===== config.mk =====
export PLATFORM = sky130hd
export DESIGN_NAME = fetch_unit
export DESIGN_NICKNAME = d
export VERILOG_FILES = /design/src/hdl/fetch_pkg.sv /design/src/hdl/fetch_control.sv /design/src/hdl/fetch_queue.sv /design/src/hdl/fetch_unit.sv /design/src/hdl/line_assembler.sv
export VERILOG_INCLUDE_DIRS = /design/src /design/src/hdl
export SDC_FILE = /design/constraint.sdc
export NUM_CORES = 1
export LEC_CHECK = 0
export BUFFER_PORTS_ARGS = -buffer_cell sky130_fd_sc_hd__buf_4
export CORE_MARGIN = 3
export CORE_UTILIZATION = 40
export DETAILED_ROUTE_END_ITERATION = 10
export SYNTH_ARGS = -nofsm -noshare
export SYNTH_HDL_FRONTEND = slang
export SYNTH_HIERARCHICAL = 1
export SYNTH_SLANG_ARGS = --single-unit

===== constraint.sdc =====
create_clock -name clk -period 51.4 [get_ports clk]
set_input_delay 10.28 -clock clk [delete_from_list [all_inputs] [get_ports clk]]
set_output_delay 10.28 -clock clk [all_outputs]
set_load 0.01 [all_outputs]

===== src/hdl/fetch_params.svh =====
`ifndef FETCH_PARAMS_SVH
`define FETCH_PARAMS_SVH

// address and instruction widths
`define FETCH_ADDR_W 32
`define FETCH_INST_W 32

// burst memory beat width
`define FETCH_BEAT_W 64

// line geometry, 256 bits
`define FETCH_LINE_WORDS 8
`define FETCH_LINE_BEATS 4

// instruction queue depth, power of two
`define FETCH_QUEUE_DEPTH 16

// first fetch address out of reset
`define FETCH_RESET_PC 32'haaaaa000

`endif


===== src/hdl/fetch_pkg.sv =====
`include "fetch_params.svh"

package fetch_pkg;

    // one line, read as words by fetch control and written as beats by the assembler
    // beat 0 and word 0 sit in the lowest bits
    typedef union packed {
        logic [`FETCH_LINE_WORDS-1:0][`FETCH_INST_W-1:0] words;
        logic [`FETCH_LINE_BEATS-1:0][`FETCH_BEAT_W-1:0] beats;
    } line_t;

    // one queued instruction
    typedef struct packed {
        logic [`FETCH_ADDR_W-1:0] pc;
        logic [`FETCH_INST_W-1:0] inst;
    } fetch_entry_t;

    // completed fill, valid for one cycle
    typedef struct packed {
        logic  valid;
        line_t line;
    } line_fill_t;

    // branch flush from the back end
    typedef struct packed {
        logic                     valid;
        logic [`FETCH_ADDR_W-1:0] target;
    } redirect_t;

endpackage


===== src/hdl/fetch_control.sv =====
`timescale 1ns/1ps
`include "fetch_params.svh"

module fetch_control (
    input  logic                         clk,
    input  logic                         rst,

    input  fetch_pkg::redirect_t         redirect_i,

    output logic                         fill_o,
    output logic [`FETCH_ADDR_W-1:0]     fill_addr_o,
    input  logic                         fill_busy_i,
    input  fetch_pkg::line_fill_t        fill_i,

    output fetch_pkg::fetch_entry_t      enq_entry_o,
    output logic                         enq_valid_o,
    input  logic                         queue_full_i
);

    localparam int OFF_W  = $clog2(`FETCH_LINE_WORDS * `FETCH_INST_W / 8);
    localparam int TAG_W  = `FETCH_ADDR_W - OFF_W;
    localparam int WSEL_W = $clog2(`FETCH_LINE_WORDS);
    localparam logic [`FETCH_ADDR_W-1:0] PC_STEP = `FETCH_ADDR_W'(`FETCH_INST_W / 8);

    logic [`FETCH_ADDR_W-1:0] pc_q;
    logic                     buf_valid_q;
    logic [TAG_W-1:0]         buf_tag_q;
    fetch_pkg::line_t         buf_line_q;
    logic                     stale_q;

    logic                     hit;
    logic                     accept;
    logic                     fill_load;
    logic [WSEL_W-1:0]        word_sel;
    logic [TAG_W-1:0]         pc_tag;

    assign pc_tag   = pc_q[`FETCH_ADDR_W-1:OFF_W];
    assign word_sel = pc_q[OFF_W-1:OFF_W-WSEL_W];
    assign hit      = buf_valid_q && (buf_tag_q == pc_tag);
    assign accept   = hit && !queue_full_i;

    // a fill cut off by a redirect is dropped, as is one landing on the redirect cycle
    assign fill_load = fill_i.valid && !stale_q && !redirect_i.valid;

    // miss request, held back while a fill is still owed to this pc
    assign fill_o      = !hit && !redirect_i.valid && !fill_busy_i && !fill_load;
    assign fill_addr_o = pc_q;

    assign enq_valid_o = hit;

    always_comb begin
        enq_entry_o.pc   = pc_q;
        enq_entry_o.inst = buf_line_q.words[word_sel];
    end

    // pc, buffer valid and stale flag
    always_ff @(posedge clk) begin
        if (rst) begin
            pc_q        <= `FETCH_RESET_PC;
            buf_valid_q <= 1'b0;
            stale_q     <= 1'b0;
        end else begin
            if (redirect_i.valid) begin
                pc_q <= redirect_i.target;
            end else if (accept) begin
                pc_q <= pc_q + PC_STEP;
            end

            if (fill_load) begin
                buf_valid_q <= 1'b1;
            end

            // assembler busy means its line belongs to the old path
            if (redirect_i.valid) begin
                stale_q <= fill_busy_i;
            end else if (fill_i.valid) begin
                stale_q <= 1'b0;
            end
        end
    end

    // pc cannot leave the missing line except by redirect, so its tag names the fill
    always_ff @(posedge clk) begin
        if (fill_load) begin
            buf_line_q <= fill_i.line;
            buf_tag_q  <= pc_tag;
        end
    end

    a_enq_needs_line : assert property (
        @(posedge clk) disable iff (rst) enq_valid_o |-> buf_valid_q
    );

    // the assembler must pick up every request on the next cycle
    a_req_taken : assert property (
        @(posedge clk) disable iff (rst) fill_o |=> fill_busy_i
    );

endmodule


===== src/hdl/fetch_queue.sv =====
`timescale 1ns/1ps
`include "fetch_params.svh"

module fetch_queue #(
    parameter int DEPTH = `FETCH_QUEUE_DEPTH
) (
    input  logic                         clk,
    input  logic                         rst,

    input  logic                         flush_i,

    input  fetch_pkg::fetch_entry_t      enq_entry_i,
    input  logic                         enq_valid_i,
    output logic                         full_o,

    output fetch_pkg::fetch_entry_t      out_entry_o,
    output logic                         out_valid_o,
    input  logic                         out_ready_i
);

    localparam int PTR_W = $clog2(DEPTH);
    localparam logic [PTR_W:0] DEPTH_CNT = DEPTH[PTR_W:0];

    fetch_pkg::fetch_entry_t mem [DEPTH];

    logic [PTR_W-1:0] wr_ptr_q;
    logic [PTR_W-1:0] rd_ptr_q;
    logic [PTR_W:0]   count_q;
    logic             push;
    logic             pop;

    assign full_o      = (count_q == DEPTH_CNT);
    assign out_valid_o = (count_q != '0);
    assign out_entry_o = mem[rd_ptr_q];

    assign push = enq_valid_i && !full_o;
    assign pop  = out_valid_o && out_ready_i;

    // pointers wrap on their own, depth is a power of two
    always_ff @(posedge clk) begin
        if (rst || flush_i) begin
            wr_ptr_q <= '0;
            rd_ptr_q <= '0;
            count_q  <= '0;
        end else begin
            if (push) begin
                wr_ptr_q <= wr_ptr_q + 1'b1;
            end
            if (pop) begin
                rd_ptr_q <= rd_ptr_q + 1'b1;
            end
            case ({push, pop})
                2'b10:   count_q <= count_q + 1'b1;
                2'b01:   count_q <= count_q - 1'b1;
                default: count_q <= count_q;
            endcase
        end
    end

    // storage
    always_ff @(posedge clk) begin
        if (push) begin
            mem[wr_ptr_q] <= enq_entry_i;
        end
    end

    a_count_bound : assert property (
        @(posedge clk) disable iff (rst) count_q <= DEPTH_CNT
    );

    // head entry holds while the consumer stalls
    a_out_stable : assert property (
        @(posedge clk) disable iff (rst)
        out_valid_o && !out_ready_i && !flush_i |=> out_valid_o && $stable(out_entry_o)
    );

endmodule


===== src/hdl/fetch_unit.sv =====
`timescale 1ns/1ps
`include "fetch_params.svh"

module fetch_unit (
    input  logic                         clk,
    input  logic                         rst,

    input  fetch_pkg::redirect_t         redirect_i,

    output logic [`FETCH_ADDR_W-1:0]     bmem_addr_o,
    output logic                         bmem_read_o,
    input  logic [`FETCH_BEAT_W-1:0]     bmem_rdata_i,
    input  logic                         bmem_rvalid_i,

    output fetch_pkg::fetch_entry_t      out_entry_o,
    output logic                         out_valid_o,
    input  logic                         out_ready_i
);

    logic                     fill_req;
    logic [`FETCH_ADDR_W-1:0] fill_addr;
    logic                     fill_busy;
    fetch_pkg::line_fill_t    line_fill;
    fetch_pkg::fetch_entry_t  enq_entry;
    logic                     enq_valid;
    logic                     queue_full;

    line_assembler u_line_assembler (
        .clk          (clk),
        .rst          (rst),
        .fill_req_i   (fill_req),
        .fill_addr_i  (fill_addr),
        .bmem_addr_o  (bmem_addr_o),
        .bmem_read_o  (bmem_read_o),
        .bmem_rdata_i (bmem_rdata_i),
        .bmem_rvalid_i(bmem_rvalid_i),
        .fill_o       (line_fill),
        .busy_o       (fill_busy)
    );

    fetch_control u_fetch_control (
        .clk          (clk),
        .rst          (rst),
        .redirect_i   (redirect_i),
        .fill_o       (fill_req),
        .fill_addr_o  (fill_addr),
        .fill_busy_i  (fill_busy),
        .fill_i       (line_fill),
        .enq_entry_o  (enq_entry),
        .enq_valid_o  (enq_valid),
        .queue_full_i (queue_full)
    );

    // redirect doubles as the queue flush
    fetch_queue #(
        .DEPTH        (`FETCH_QUEUE_DEPTH)
    ) u_fetch_queue (
        .clk          (clk),
        .rst          (rst),
        .flush_i      (redirect_i.valid),
        .enq_entry_i  (enq_entry),
        .enq_valid_i  (enq_valid),
        .full_o       (queue_full),
        .out_entry_o  (out_entry_o),
        .out_valid_o  (out_valid_o),
        .out_ready_i  (out_ready_i)
    );

endmodule


===== src/hdl/line_assembler.sv =====
`timescale 1ns/1ps
`include "fetch_params.svh"

module line_assembler (
    input  logic                         clk,
    input  logic                         rst,

    input  logic                         fill_req_i,
    input  logic [`FETCH_ADDR_W-1:0]     fill_addr_i,

    output logic [`FETCH_ADDR_W-1:0]     bmem_addr_o,
    output logic                         bmem_read_o,
    input  logic [`FETCH_BEAT_W-1:0]     bmem_rdata_i,
    input  logic                         bmem_rvalid_i,

    output fetch_pkg::line_fill_t        fill_o,
    output logic                         busy_o
);

    localparam int OFF_W  = $clog2(`FETCH_LINE_WORDS * `FETCH_INST_W / 8);
    localparam int BCNT_W = $clog2(`FETCH_LINE_BEATS);
    localparam logic [BCNT_W-1:0] LAST_BEAT = BCNT_W'(`FETCH_LINE_BEATS - 1);

    logic                     busy_q;
    logic                     read_q;
    logic                     done_q;
    logic [BCNT_W-1:0]        beat_cnt_q;
    logic [`FETCH_ADDR_W-1:0] addr_q;
    fetch_pkg::line_t         line_q;

    // control state
    always_ff @(posedge clk) begin
        if (rst) begin
            busy_q     <= 1'b0;
            read_q     <= 1'b0;
            done_q     <= 1'b0;
            beat_cnt_q <= '0;
        end else begin
            read_q <= 1'b0;
            done_q <= 1'b0;
            if (fill_req_i && !busy_q) begin
                busy_q     <= 1'b1;
                read_q     <= 1'b1;
                beat_cnt_q <= '0;
            end else if (busy_q && bmem_rvalid_i) begin
                beat_cnt_q <= beat_cnt_q + 1'b1;
                if (beat_cnt_q == LAST_BEAT) begin
                    busy_q <= 1'b0;
                    done_q <= 1'b1;
                end
            end
        end
    end

    // request address and line payload
    always_ff @(posedge clk) begin
        if (fill_req_i && !busy_q) begin
            addr_q <= {fill_addr_i[`FETCH_ADDR_W-1:OFF_W], OFF_W'(0)};
        end
        if (busy_q && bmem_rvalid_i) begin
            line_q.beats[beat_cnt_q] <= bmem_rdata_i;
        end
    end

    assign bmem_addr_o  = addr_q;
    assign bmem_read_o  = read_q;
    assign busy_o       = busy_q;
    assign fill_o.valid = done_q;
    assign fill_o.line  = line_q;

    // fetch control waits for the burst to finish before asking again
    a_no_req_while_busy : assert property (
        @(posedge clk) disable iff (rst) fill_req_i |-> !busy_q
    );

    // memory only answers an outstanding burst
    a_no_beat_while_idle : assert property (
        @(posedge clk) disable iff (rst) bmem_rvalid_i |-> busy_q
    );

endmodule


==> metrics.md, run 1 <==
| Metric | Value |
|---|---|
| Total grt overflow | `0` |
| Crit-path leading delay family | `buffers and inverters` |
| CTS H-Tree Depth | `4` |
| Buf/Inv on CP | `3` |
| Nets | `2968` |
| Setup-failing EPs final | `0` |
| Resize count post-CTS | `0` |
| Maximum cell stage delay along the critical path | `910 ps` |
| Pleak | `21.6 nW` |
| TritonCTS clock tree | `done` |
| Rows | `142` |
| Largest net degree at the start of global routing | `121` |
| Overall global routing resource usage | `17.2%` |
| FILL cells | `12200` |
| Clock buffer count from CTS | `167` |
| First-pass GRT wire length | `197000 µm` |
| Final WL | `135000 µm` |
| RD Place Congestion | `0.742` |
| Share of layout cells above drive strength 1 | `31.8%` |
| Syn avg cell area | `23.8 µm²` |
| Clk pin slew, worst setup/hold paths | `60 ps` |
| Worst EP arrival | `4910 ps` |
| Vias post-DR | `27100` |
| Register share of total power | `54.9%` |
| Post-Syn Area | `61100 µm²` |
| 1st-iter DRT viols | `2306` |
| DRT Pass-1 Iters | `5` |
| Cts hold-fix bufs | `0` |
| Max IR drop VDD | `0.0269 mV` |
| Worst EP required | `41120 ps` |
| Hold Vio Cnt, Final | `0` |
| Slew @ Worst Pin | `1220 ps` |
| Worst skew pair latency | `780 ps` |
| Cell Pwr Density | `38.6 nW/µm²` |
| Via density | `5.42` |
| YS warnings | `6` |
| Area delta synth->final | `14.9%` |
| Clk network pwr share | `42.9%` |
| Util after Layout | `46.6%` |
| Residual DRC | `0` |
| Internal | `2.17 mW` |
| Clock Tree Root | `clkbuf_16` |
| Sw Share | `19.9%` |
| Postcts setup bufs | `0` |
| Multi-input logic area | `11500 µm²` |
| Crit path time final | `15190 ps` |
| Antenna diodes | `0` |
| CP Max Fanout | `52` |
| Critical path type | `flip-flop to output port` |
| Net switching power | `0.541 mW` |
| Crit-path slowest cell | `buf_4` |
| Die Area | `158000 µm²` |
| Final worst path period share | `29.5%` |
| Reg area | `48900 µm²` |
| Most used cell, CP | `buf_4` |
| Placed cell count | `4702` |
| Run status | `completed` |
| Slew margin rel. | `18.5%` |
| IO Count | `199` |
| Final HPWL from detailed placement | `73400 µm` |
| Cell Chain, Critical Path | `buf_4 -> buf_4 -> mux4_2 -> mux4_2 -> buf_4` |
| Final setup TNS | `0 ps` |
| Critical Path Sink Type | `output port` |
| Sink Count | `1646` |
| Fmax | `65.8 MHz` |
| Port Buffer Count | `193` |
| Pins Over Slew Limit | `0` |
| Worst setup SP type | `flip-flop` |
| Antenna viol nets, final | `0` |
| Combinational cell fraction of total power | `2.2%` |
| Avg WL per Cell | `26.9 µm` |
| Vias in the first global route | `28900` |
| Die span in x | `397 µm` |
| Starting density of the core | `40.5%` |
| Die height | `397 µm` |
| Flop2flop setup slack | `45020 ps` |
| Worst hold path class | `flip-flop to flip-flop` |
| Clock Skew | `33.6 ps` |
| Initial antenna violation count | `8` |
| Max clock buf depth | `3` |
| Core box area | `151000 µm²` |
| Cells after Synth | `2566` |
| Non-filler cells, final | `5006` |
| RSZ-0062 raised after global routing | `no` |
| Max-cap viol count | `0` |
## final timing paths
check / startpoint / to / depth (start not counted)
hold / removal: u_line_assembler/line_q[10]$_DFFE_PP_ / u_fetch_control/buf_line_q[10]$_DFFE_PP_ / 0
setup / recovery: flip-flop / out_entry_o[8] / 5
setup reg to reg: u_fetch_control/fill_addr_o[5]$_SDFFE_PP0P_ / u_fetch_queue/mem[15][49]$_DFFE_PP_ / 8
hold reg to reg: u_line_assembler/line_q[10]$_DFFE_PP_ / u_fetch_control/buf_line_q[10]$_DFFE_PP_ / 0
## worst register-to-register path: stages, from the launching register on
cell,delay [ps]
dfxtp_1,880
xor2_1,160
nor4_1,550
nand4_1,390
nor4_1,930
a21boi_1,660
nand2_1,430
nor2_4,890
buf_4,1020
## layout by cell type (no fill, tap or decap), types with 5 or more instances in the layout
cell type and n:
nor3_1 16, a311oi_1 11, and3_1 7, mux2_2 33
nor2_4 12, nor3b_1 5, conb_1 5, nand2_1 26
mux2i_1 6, xor2_1 26, clkinv_1 32, nor2b_1 5
clkbuf_1 38, clkinv_4 5, nor4_1 8, mux4_2 376
mux4_1 8, inv_1 16, dfxtp_1 49, dfxtp_4 7
or4_1 6, nand4_1 14, clkbuf_16 172, edfxtp_1 1590
clkinvlp_4 6, or3_1 8, ha_1 12, bufinv_16 10
o21ai_0 11, nor2_1 47, nor3_2 5, nand3_1 18
xnor2_1 14, clkinv_2 28, buf_4 262, a211oi_1 11
a21oi_1 8
## sequential cells by signal, summed over array words and instances, names as in the netlist, named ones only
register and count:
u_fetch_control/fill_addr_o 32, u_fetch_control/buf_line_q 256, u_fetch_control/buf_tag_q 27, u_line_assembler/line_q 256, u_line_assembler/busy_o 1, u_line_assembler/beat_cnt_q 2
u_fetch_control/buf_valid_q 1, u_fetch_queue/mem 1024, u_line_assembler/bmem_addr_o 27, u_line_assembler/bmem_read_o 1, u_fetch_control/stale_q 1, u_fetch_queue/wr_ptr_q 4
u_line_assembler/done_q 1, u_fetch_queue/rd_ptr_q 4, u_fetch_queue/count_q 5
## layer usage
metal | vias to the layer above | wire [µm] | GRT usage, %
li1 | 11400 | - | -
met3 | 231 | 7900 | 3.58
met5 | - | 24 | 0
met2 | 794 | 67700 | 28.8
met4 | 4 | 3460 | 5.27
met1 | 14700 | 55500 | 22.7
## layout make-up
cell class / instances / area share (%)
Clock inverter: 93 / 1.22
Inverter: 17 / 0.0908
Tap cell: 2016 / 3.59
Timing Repair Buffer: 263 / 2.83
Sequential cell: 1646 / 69.6
Multi-Input combinational cell: 760 / 16.3
Clock buffer: 211 / 6.35
## per-stage QoR
| stage | hold WS (ps) | setup WS, ps | total power [mW] | instance area, µm² |
|---|---|---|---|---|
| 6_report | 404 | 36210 | 2.71 | 70200 |
| 5_1_grt | 416 | 35740 | 2.80 | 70200 |
| 2_1_floorplan | 400 | 17790 | 1.55 | 61200 |
| 3_5_place_dp | 405 | 36830 | 1.58 | 64900 |
| 4_1_cts | 405 | 35980 | 2.74 | 70200 |
| 3_3_place_gp | 400 | 36930 | 1.57 | 64900 |
## power groups by stage
stage | logic [mW] | registers, mW | clock network [mW]
after floorplan | 0.0289 | 1.52 | 0
after global placement | 0.0577 | 1.52 | 0
after detailed placement | 0.0610 | 1.52 | 0
after CTS | 0.0612 | 1.49 | 1.19
after global routing | 0.0656 | 1.49 | 1.25
final | 0.0601 | 1.49 | 1.16
Power figures use the tool's default switching activity.
==> inputs of run 2 (changes only) <==
- clock period: 51.4 -> 13.25 ns (I/O delays scaled with it)
==> metrics.md, run 2 (synthesized netlist as in run 1, its figures left out) <==
| Metric | Value |
|---|---|
| Postcts setup bufs | `0 (unchanged)` |
| Worst skew pair latency | `800 ps (was 780 ps)` |
| Register share of total power | `53.7% (was 54.9%)` |
| Clock buffer count from CTS | `169 (was 167)` |
| Fmax | `133 MHz` |
| Sink Count | `1646 (unchanged)` |
| Via density | `5.41 (was 5.42)` |
| Pins Over Slew Limit | `0 (unchanged)` |
| Pleak | `21.8 nW (was 21.6 nW)` |
| Worst setup SP type | `flip-flop (unchanged)` |
| Cts hold-fix bufs | `0 (unchanged)` |
| TritonCTS clock tree | `done (unchanged)` |
| Clk network pwr share | `44.3% (was 42.9%)` |
| Clock Skew | `38.9 ps (was 33.6 ps)` |
| FILL cells | `12100 (was 12200)` |
| Most frequent cells in the layout | `edfxtp_1 (1590), mux4_2 (376), buf_4 (255) (was edfxtp_1 (1590), mux4_2 (376), buf_4 (262))` |
| Worst EP required | `10600 ps (was 41120 ps)` |
| Vias in the first global route | `28600 (was 28900)` |
| Die height | `397 µm (unchanged)` |
| Final Instance Area | `70600 µm² (was 70200 µm²)` |
| Avg WL per Cell | `27.2 µm (was 26.9 µm)` |
| Crit path time final | `7500 ps` |
| Worst hold path class | `flip-flop to flip-flop (unchanged)` |
| First-pass GRT wire length | `199000 µm (was 197000 µm)` |
| Hold path start | `u_line_assembler/line_q[167]$_DFFE_PP_ (was u_line_assembler/line_q[10]$_DFFE_PP_)` |
| Slew margin rel. | `18.4% (was 18.5%)` |
| Largest net degree at the start of global routing | `165 (was 121)` |
| Rows | `142 (unchanged)` |
| CTS H-Tree Depth | `4 (unchanged)` |
| Hold Path Sink | `u_fetch_control/buf_line_q[167]$_DFFE_PP_ (was u_fetch_control/buf_line_q[10]$_DFFE_PP_)` |
| Port Buffer Count | `193 (unchanged)` |
| Clk pin slew, worst setup/hold paths | `60 ps (about the same)` |
| Final WL | `136000 µm (was 135000 µm)` |
| Largest Register | `u_fetch_queue/mem (unchanged)` |
| Reg area | `48900 µm² (unchanged)` |
| Commonest non-fill, non-tap cell in the layout | `edfxtp_1 (unchanged)` |
| R2r worst-path depth | `9 (was 8)` |
| DP Area | `64900 µm² (about the same)` |
| IO Count | `199 (unchanged)` |
| Multi-input logic area | `11500 µm² (about the same)` |
| RR Startpoint | `u_fetch_control/fill_addr_o[17]$_SDFFE_PP1P_ (was u_fetch_control/fill_addr_o[5]$_SDFFE_PP0P_)` |
| CP Max Fanout | `110 (was 52)` |
| Internal | `8.61 mW (was 2.17 mW)` |
| Residual DRC | `2 (was 0)` |
| Clock Tree Root | `clkbuf_16 (unchanged)` |
| Reg-to-reg endpoint | `u_fetch_queue/mem[13][36]$_DFFE_PP_ (was u_fetch_queue/mem[15][49]$_DFFE_PP_)` |
| Cell Chain, Critical Path | `buf_12 -> buf_4 -> mux4_1 -> mux4_2 -> buf_4 (was buf_4 -> buf_4 -> mux4_2 -> mux4_2 -> buf_4)` |
| Initial antenna violation count | `10 (was 8)` |
| Share of layout cells above drive strength 1 | `32.6% (was 31.8%)` |
| Total grt overflow | `0 (unchanged)` |
| Core box area | `151000 µm² (unchanged)` |
| Resize count post-CTS | `0 (unchanged)` |
| Nets | `2964 (was 2968)` |
| 1st-iter DRT viols | `2554 (was 2306)` |
| Area delta synth->final | `15.5% (was 14.9%)` |
| Critical Path Sink Type | `output port (unchanged)` |
| Final setup TNS | `0 ps (unchanged)` |
| Die span in x | `397 µm (unchanged)` |
| Cell Pwr Density | `153 nW/µm² (was 38.6 nW/µm²)` |
| Final HPWL from detailed placement | `74700 µm (was 73400 µm)` |
| Max clock buf depth | `3 (unchanged)` |
| Antenna viol nets, final | `0 (unchanged)` |
| Starting density of the core | `40.5% (unchanged)` |
| Overall global routing resource usage | `17.5% (was 17.2%)` |
| Final WS setup | `5750 ps (was 36210 ps)` |
| Net switching power | `2.17 mW (was 0.541 mW)` |
| Max-cap viol count | `0 (unchanged)` |
| Combinational cell fraction of total power | `2.0% (was 2.2%)` |
| Sw Share | `20.1% (was 19.9%)` |
| Die Area | `158000 µm² (unchanged)` |
| Design Power | `10.8 mW (was 2.71 mW)` |
| Hold Vio Cnt, Final | `0 (unchanged)` |
| Final worst path period share | `56.6%` |
| Run status | `finished with violations (was completed)` |
| Failing checks | `DRC` |
| Slew @ Worst Pin | `1220 ps (about the same)` |
| Crit-path slowest cell | `dfxtp_4 (was buf_4)` |
| DRT Pass-1 Iters | `8 (was 5)` |
| Maximum cell stage delay along the critical path | `1040 ps (was 910 ps)` |
| Hold_ws | `410 ps (was 404 ps)` |
| Largest register FFs | `1024 (unchanged)` |
| Setup-failing EPs final | `0 (unchanged)` |
| Pre-CTS setup slack | `6290 ps (was 36830 ps)` |
| Flop2flop setup slack | `7220 ps (was 45020 ps)` |
| RD Place Congestion | `0.779 (was 0.742)` |
| Critical path type | `flip-flop to output port (unchanged)` |
| Worst EP arrival | `4850 ps (was 4910 ps)` |
| RSZ-0062 raised after global routing | `no (unchanged)` |
| Vias post-DR | `27100 (about the same)` |
| Max IR drop VDD | `0.121 mV (was 0.0269 mV)` |
| Hold depth | `0 (unchanged)` |
| Most used cell, CP | `buf_4 (unchanged)` |
run 2: changes by cell type in the layout (fill, tap and decap cells not counted), moves of 3 or more:
cell / previous run / this run
clkinvlp_4: 6 / 9
clkbuf_1: 38 / 17
clkinv_16: 2 / 6
clkbuf_8: 1 / 5
buf_4: 262 / 255
bufinv_16: 10 / 18
clkinv_4: 5 / 10
clkinv_2: 28 / 36
run 2: metal layers:
metal  global-route usage [%]  vias up  share of wire (%)  wire length (µm)
met5                        0        -              0.051                70
met4                     4.66       12                2.0              2700
met3                     3.57      210                6.2              8490
met2                     29.0      921                 50             68800
met1                     23.6    14500                 41             56400
li1                         -    11400                  -                 -
run 2: power by group through the flow:
stage	clock network [mW]	logic, mW	registers, mW
floorplan	0	0.112	5.89
global placement	0	0.202	5.90
detailed placement	0	0.214	5.90
CTS	4.90	0.214	5.79
global route	5.12	0.230	5.79
finish	4.78	0.211	5.79
run 2: worst max path at each step:
stage                        start                                          to  slack [ps]  depth (start not counted)
global route             flip-flop                             out_entry_o[47]        5190                          5
CTS                      flip-flop                             out_entry_o[63]        5390                          5
detailed placement       flip-flop                             out_entry_o[63]        6290                          5
global placement         flip-flop                             out_entry_o[47]        6370                          5
floorplan           redirect_i[32]  u_line_assembler/bmem_addr_o[10]$_DFFE_PP_        1910                          4
finish                   flip-flop                             out_entry_o[47]        5750                          5
run 2: metrics by stage:
step	util [%]	std cells
3_3_place_gp	43.0	4696
3_5_place_dp	43.0	4696
4_1_cts	46.8	5011
5_1_grt	46.8	5011
2_1_floorplan	-	2570
6_report	46.8	5012
run 2: critical path: cells and delay by family, from the launching register on:
kind	cells	cell delay [ps]
buf+inv	3	1750
flops	1	1040
mux	2	1170
run 2: area by class of cell:
type / instances / area share (%)
Antenna cell: 1 / 0.00354
Clock buffer: 193 / 6.25
Clock inverter: 122 / 1.89
Inverter: 17 / 0.0903
Multi-Input combinational cell: 760 / 16.2
Sequential cell: 1646 / 69.2
Tap cell: 2016 / 3.57
Timing Repair Buffer: 257 / 2.77
